<file path="config.mk">
export PLATFORM = sky130hd
export DESIGN_NAME = ctrl_table_writer
export DESIGN_NICKNAME = d
export VERILOG_FILES = /design/src/hdl/cam_lookup_pkg.sv /design/src/hdl/ctrl_table_writer.sv
export SDC_FILE = /design/constraint.sdc
export NUM_CORES = 1
export LEC_CHECK = 0
export BUFFER_PORTS_ARGS = -buffer_cell sky130_fd_sc_hd__buf_2
export CORE_AREA = 2 2 404 406
export CTS_BUF_LIST = sky130_fd_sc_hd__clkbuf_2
export DETAILED_ROUTE_END_ITERATION = 7
export DIE_AREA = 0 0 406 408
export PLACE_DENSITY = 0.59
export SLEW_MARGIN = 20
export SYNTH_ARGS = -nofsm -noshare
export SYNTH_HDL_FRONTEND = slang
export SYNTH_SLANG_ARGS = --single-unit
</file>
<file path="constraint.sdc">
create_clock -name clk -period 10.7 [get_ports clk]
set_input_delay 1.07 -clock clk [delete_from_list [all_inputs] [get_ports clk]]
set_output_delay 1.07 -clock clk [all_outputs]
set_load 0.05 [all_outputs]
</file>
<file path="src/hdl/cam_lookup_pkg.sv">
`default_nettype none

package cam_lookup_pkg;

    // ==================================================
    // Widths
    // ==================================================
    typedef logic [255:0]  ctrl_data_t;
    typedef logic [127:0]  ctrl_user_t;
    typedef logic [31:0]   ctrl_keep_t;
    typedef logic [1123:0] phv_t;
    typedef logic [196:0]  lookup_key_t;
    typedef logic [11:0]   vlan_id_t;
    typedef logic [204:0]  cam_entry_t;
    typedef logic [3:0]    cam_addr_t;
    typedef logic [7:0]    mod_id_t;

    // ==================================================
    // CAM and control header constants
    // ==================================================
    localparam int unsigned CAM_DEPTH = 16;
    localparam cam_addr_t   MISS_ADDR = '1;

    localparam logic [15:0] CTRL_FLAG_MAGIC = 16'hf2f1;

    // Field positions within the header beat
    localparam int unsigned MOD_ID_LSB    = 112;
    localparam int unsigned RESV_LSB      = 120;
    localparam int unsigned CTRL_FLAG_LSB = 64;
    localparam int unsigned INDEX_LSB     = 128;

    // Entry sits in the top bits once the beat is byte-reversed
    localparam int unsigned ENTRY_LSB = 51;

    // VLAN ID location in the PHV
    localparam int unsigned VLAN_LSB = 129;

    // ==================================================
    // State machines
    // ==================================================
    typedef enum logic [1:0] {idle, wait_result, halt} lookup_state_t;
    typedef enum logic [1:0] {first_beat, parse, entry, flush} ctrl_state_t;

endpackage

`default_nettype wire

</file>
<file path="src/hdl/ctrl_table_writer.sv">
`timescale 1ns/100ps
`default_nettype none

module ctrl_table_writer
    import cam_lookup_pkg::*;
#(
    parameter logic [4:0] stage_id  = 5'd0,
    parameter logic [2:0] lookup_id = 3'd2
) (
    input  logic       clk,
    input  logic       rst_n,
    input  ctrl_data_t c_s_axis_tdata,
    input  ctrl_user_t c_s_axis_tuser,
    input  ctrl_keep_t c_s_axis_tkeep,
    input  logic       c_s_axis_tvalid,
    input  logic       c_s_axis_tlast,
    output ctrl_data_t c_m_axis_tdata,
    output ctrl_user_t c_m_axis_tuser,
    output ctrl_keep_t c_m_axis_tkeep,
    output logic       c_m_axis_tvalid,
    output logic       c_m_axis_tlast,
    output logic       wr_en,
    output cam_addr_t  wr_addr,
    output cam_entry_t wr_entry
);

    ctrl_state_t state;

    // First beat, held until the header decides its fate
    ctrl_data_t first_data;
    ctrl_user_t first_user;
    ctrl_keep_t first_keep;
    logic       first_last;

    // Input delayed by one cycle for forwarding
    ctrl_data_t d1_data;
    ctrl_user_t d1_user;
    ctrl_keep_t d1_keep;
    logic       d1_valid;
    logic       d1_last;

    ctrl_data_t  swapped;
    mod_id_t     mod_id;
    logic [3:0]  resv;
    logic [15:0] ctrl_flag;
    logic        is_write;
    logic        emit_first;
    logic        emit_d1;
    logic        take_first;

    // ==================================================
    // Header decode on the second beat
    // ==================================================
    assign mod_id    = c_s_axis_tdata[MOD_ID_LSB +: $bits(mod_id_t)];
    assign resv      = c_s_axis_tdata[RESV_LSB +: 4];
    assign ctrl_flag = c_s_axis_tdata[CTRL_FLAG_LSB +: 16];

    assign is_write = (mod_id[7:3] == stage_id) && (mod_id[2:0] == lookup_id) &&
                      (ctrl_flag == CTRL_FLAG_MAGIC) && (resv == 4'd0);

    assign emit_first = (state == parse) && c_s_axis_tvalid && !is_write;
    assign emit_d1    = (state == flush);

    // A new packet may follow the last forwarded beat directly
    assign take_first = c_s_axis_tvalid &&
                        ((state == first_beat) || (emit_d1 && d1_valid && d1_last));

    // Little endian beat to big endian
    always_comb begin
        for (int i = 0; i < $bits(ctrl_keep_t); i++) begin
            swapped[8*i +: 8] = c_s_axis_tdata[8*($bits(ctrl_keep_t)-1-i) +: 8];
        end
    end

    always_ff @(posedge clk or negedge rst_n) begin
        if (!rst_n) begin
            state           <= first_beat;
            wr_en           <= 1'b0;
            wr_addr         <= '0;
            d1_valid        <= 1'b0;
            c_m_axis_tvalid <= 1'b0;
            c_m_axis_tlast  <= 1'b0;
        end else begin
            d1_valid        <= c_s_axis_tvalid;
            wr_en           <= 1'b0;
            c_m_axis_tvalid <= emit_first || (emit_d1 && d1_valid);
            c_m_axis_tlast  <= emit_first ? first_last : (emit_d1 && d1_valid && d1_last);
            case (state)
                first_beat: begin
                    if (take_first) begin
                        state <= parse;
                    end
                end
                parse: begin
                    if (c_s_axis_tvalid && is_write) begin
                        wr_addr <= c_s_axis_tdata[INDEX_LSB +: $bits(cam_addr_t)];
                        state   <= entry;
                    end else if (c_s_axis_tvalid) begin
                        state <= flush;
                    end
                end
                entry: begin
                    if (c_s_axis_tvalid) begin
                        wr_en <= 1'b1;
                        state <= first_beat;
                    end
                end
                default: begin
                    if (d1_valid && d1_last) begin
                        state <= take_first ? parse : first_beat;
                    end
                end
            endcase
        end
    end

    // Payload path
    always_ff @(posedge clk) begin
        d1_data <= c_s_axis_tdata;
        d1_user <= c_s_axis_tuser;
        d1_keep <= c_s_axis_tkeep;
        d1_last <= c_s_axis_tlast;
        if (take_first) begin
            first_data <= c_s_axis_tdata;
            first_user <= c_s_axis_tuser;
            first_keep <= c_s_axis_tkeep;
            first_last <= c_s_axis_tlast;
        end
        if ((state == entry) && c_s_axis_tvalid) begin
            wr_entry <= swapped[ENTRY_LSB +: $bits(cam_entry_t)];
        end
        if (emit_first) begin
            c_m_axis_tdata <= first_data;
            c_m_axis_tuser <= first_user;
            c_m_axis_tkeep <= first_keep;
        end else if (emit_d1) begin
            c_m_axis_tdata <= d1_data;
            c_m_axis_tuser <= d1_user;
            c_m_axis_tkeep <= d1_keep;
        end
    end

    // One strobe per write packet
    a_single_wr: assert property (@(posedge clk) disable iff (!rst_n) wr_en |=> !wr_en);

endmodule

`default_nettype wire

</file>
==> metrics.md <==
| Metric | Value |
|---|---|
| Run status | complete, no violations |
| Reported max-cap violation count | 0 |
| Drt first pass iters | 4 |
| Kind of critical path | reg2reg |
| Buffer cell driving the clock tree root | sky130_fd_sc_hd__clkbuf_2 |
| Required time reported for the critical path endpoint | 12060 ps |
| Via density per instance | 3.99 |
| Combinational family with the most area after synthesis | multiplexers |
| Maximum count of clock buffers along a single path | 4 |
| Area fraction in compound gates after synthesis | 0.00127 |
| FF-to-FF End | c_m_axis_tdata[224]$_DFFE_PP_ |
| Adder-cell area share of the yosys netlist | 0 |
| Hold crit path type | in2reg |
| Cell count after synthesis | 1962 |
| Final setup violation count | 0 |
| Initial standard-cell utilization of the core | 0.292 |
| Iter 0 DRT Violations | 1282 |
| Tmin final | 4460 ps |
| Fraction of layout instances using a drive strength above 1 | 0.466 |
| Final cycle utilization of the critical path | 0.417 |
| Maximum number of pins on one net before global-route repair | 141 |
| RSZ-0062 raised after global routing | false |
| Total number of nets in the final design | 4619 |
| Layout Skew | 153 ps |
| Critical-path cell list | nand3b_1, a31oi_4, buf_12, buf_4, buf_4, buf_12, mux2_4 |
| Cell Area, Synth | 47200 um2 |
| Row count | 148 |
| Vias | 26600 |
| Min-Delay Endpoint | wr_entry[183]$_DFFE_PP_ |
| Leakage dissipation | 26.8 nW |
| Area used by multi-input combinational logic | 6510 um2 |
| Area after DPL | 54500 um2 |
| Worst setup SP type | register |
| Areal power density over the cells | 268 nW/um2 |
| Die area | 166000 um2 |
| Launching point of the worst reg2reg path | state[1]$_DFFE_PN0P_ |
| Final number of max-transition violations | 0 |
| TritonCTS sink count | 1465 |
| Wire length reported by the detailed router | 124000 um |
| Remaining global-route overflow | 0 |
| Dpl hpwl | 78700 um |
| Clock latency on the worst-skew pair | 1710 ps |
| Chip height | 408 um |
| Mux cell area share after synthesis | 0.133 |
| CTS tree | built |
| Post-CTS setup-driven buffer insertion count | 0 |
| Highest-delay cell along the critical path | sky130_fd_sc_hd__buf_4 |
| Crit path arrival time | 5820 ps |
| Largest fanout on the critical path | 91 |
| Worst vdd rail ir drop | 252 uV |
| Buf/Inv on CP | 4 |
| Buffers added on ports | 1047 |
| Die boundary width | 406 um |
| Worst-case register-to-register setup slack | 6240 ps |
| Post-route core utilization | 0.410 |
| Average footprint of a synthesized cell | 24.0 um2 |
| Area growth, synth to finish | 40.4% |
| Antenna violations before repair | 17 |
| Seq/Total Area, Yosys | 0.843 |
| RePlAce Congestion | 0.851 |
| Post-Layout Inst Area | 66200 um2 |
| Post-route ant nets | 0 |
| CP delay by family, top | buffers and inverters |
| Fill count | 14600 |
| CP max stage delay | 760 ps |
| Aggregate negative setup slack | 0 ps |
| Quantity of hold-fixing buffers added after cts | 840 |
| Number of cells on the worst reg-to-reg path | 7 |
| Tot GR Track Use | 0.145 |
| First-pass GRT wire length | 177000 um |
| CTS clk-pin slew, worst paths | 100 ps |
| Area of all sequential standard cells | 39800 um2 |
| Synth Net Count | 2382 |
| Synthesized-area fraction occupied by xor and xnor cells | 0 |
| Via count of the first global-routing pass | 28300 |
| Worst Max-Slew Pin Slew | 1160 ps |
| Headroom to the max-slew limit | 0.227 |
| Launch instance of the worst min-delay path | c_s_axis_tdata[18] |
| Count of pins on the block boundary | 1048 |
| Routed len/inst | 18.5 um |
| Hold-critical path depth | 2 |
| Core Box Area | 162000 um2 |
| Final number of hold-violating endpoints | 0 |
| Final standard cell count with taps included and fillers excluded | 6663 |
| Fmax | 0.224 GHz |
| Element type at the critical path end | register |
| Residual DRC | 0 |
| CTS H-tree lvls | 5 |
| Resized Gates After CTS | 0 |
| Yosys cell types | 30 |
| Synth Area in Simple Gates | 0.00347 |
| Number of synthesized register bits | 1465 |
| Cell count after placement | 5156 |
| Cts bufs inserted | 376 |
| Number of warnings issued by yosys | 0 |
==> metal layers <==
metal	global-route usage	wire [um]	up-vias
li1	-	-	12300
met1	0.164	49100	13000
met2	0.239	59500	1063
met3	0.0566	10800	243
met4	0.0667	4030	2
met5	0	13	-
==> state kept, by name, summed over array words and instances (netlist names), 128 cells and up <==
register,count
d1_user,128
c_m_axis_tdata,256
first_user,128
wr_entry,205
d1_data,256
first_data,256
c_m_axis_tuser,128
==> layout make-up <==
cell class,instances,area share
flip-flops and latches,1465,0.601
repair buffers,1907,0.210
multi-input cells,449,0.0983
clock inverters,86,0.00667
diodes,12,0.000454
clock buffers,569,0.0430
well taps,2175,0.0411
==> synthesized netlist by cell type, drive strengths merged <==
| library cell | instances | area, um2 |
|---|---|---|
| nand2b | 1 | 6.26 |
| or4b | 2 | 23.8 |
| edfxtp | 1038 | 31200 |
| a31o | 1 | 8.76 |
| buf | 46 | 903 |
| a31oi | 1 | 21.3 |
| dfrtp | 10 | 250 |
| nand3b | 1 | 7.51 |
| mux2i | 1 | 10.0 |
| and3b | 1 | 8.76 |
| nor4 | 1 | 21.3 |
| mux2 | 420 | 6260 |
| dfxtp | 417 | 8350 |
| or4 | 1 | 7.51 |
| or2 | 1 | 6.26 |
| clkbuf | 2 | 7.51 |
| nand4b | 1 | 8.76 |
| a211oi | 1 | 7.51 |
| nor2 | 4 | 15.0 |
| o21a | 1 | 7.51 |
| nor4bb | 1 | 10.0 |
| a21o | 2 | 15.0 |
| nor4b | 1 | 8.76 |
| nand2 | 3 | 11.3 |
| nor3 | 2 | 10.0 |
| and4 | 2 | 18.8 |
==> placed cells by master, fill, tap and decap left out, types with 3 or more instances in the layout <==
master and n:
sky130_fd_sc_hd__nor2_1 4, sky130_fd_sc_hd__clkinv_1 63, sky130_fd_sc_hd__buf_2 1047, sky130_fd_sc_hd__dfrtp_1 10, sky130_fd_sc_hd__dfxtp_1 417, sky130_fd_sc_hd__buf_12 7, sky130_fd_sc_hd__inv_2 3, sky130_fd_sc_hd__buf_4 13
sky130_fd_sc_hd__nand2_1 3, sky130_fd_sc_hd__clkinv_2 11, sky130_fd_sc_hd__clkbuf_2 569, sky130_fd_sc_hd__mux2_2 13, sky130_fd_sc_hd__mux2_4 407, sky130_fd_sc_hd__dlygate4sd3_1 840, sky130_fd_sc_hd__bufinv_16 3, sky130_fd_sc_hd__diode_2 12
sky130_fd_sc_hd__clkinvlp_4 3, sky130_fd_sc_hd__edfxtp_1 1038
==> stage by stage <==
step           setup WS [ps]  power, W  hold WS (ps)
2_1_floorplan           3170    0.0128           426
6_report                6240    0.0178           348
5_1_grt                 6020    0.0186         -4.60
3_3_place_gp            5440    0.0140           440
3_5_place_dp            5420    0.0140           469
4_1_cts                 6220    0.0180          4.72
==> worst reg2reg max path, delay by kind of cell, from the launching register on <==
| kind | cells | cell delay [ps] |
|---|---|---|
| AND/OR/NAND/NOR | 1 | 270 |
| buffers and inverters | 4 | 2640 |
| flip-flops | 1 | 480 |
| AO/OA/AOI/OAI | 1 | 240 |
| multiplexers | 1 | 550 |
==> how the worst max path moves through the flow <==
stage | start | to | slack, ps | depth (start not counted)
floorplan | c_s_axis_tdata[76] | c_m_axis_tdata[0]$_DFFE_PP_ | 3170 | 6
global placement | c_s_axis_tdata[76] | c_m_axis_tdata[165]$_DFFE_PP_ | 5440 | 9
detailed placement | c_s_axis_tdata[76] | c_m_axis_tdata[159]$_DFFE_PP_ | 5420 | 9
CTS | state[1]$_DFFE_PN0P_ | c_m_axis_tdata[175]$_DFFE_PP_ | 6220 | 7
global route | state[1]$_DFFE_PN0P_ | c_m_axis_tdata[224]$_DFFE_PP_ | 6020 | 7
finish | state[1]$_DFFE_PN0P_ | c_m_axis_tdata[224]$_DFFE_PP_ | 6240 | 7
==> power breakdown <==
part	internal, W	leakage (nW)	switching, W
Sequential	0.00769	13.4	0.000346
Clock	0.00148	2.57	0.00220
Combinational	0.00144	10.8	0.00461
==> cells by family after synthesis <==
family                 after synthesis
multiplexers                       421
flip-flops                        1465
buffers and inverters               48
AO/OA/AOI/OAI                        6
AND/OR/NAND/NOR                     22
(Power assumes the default switching activity.)
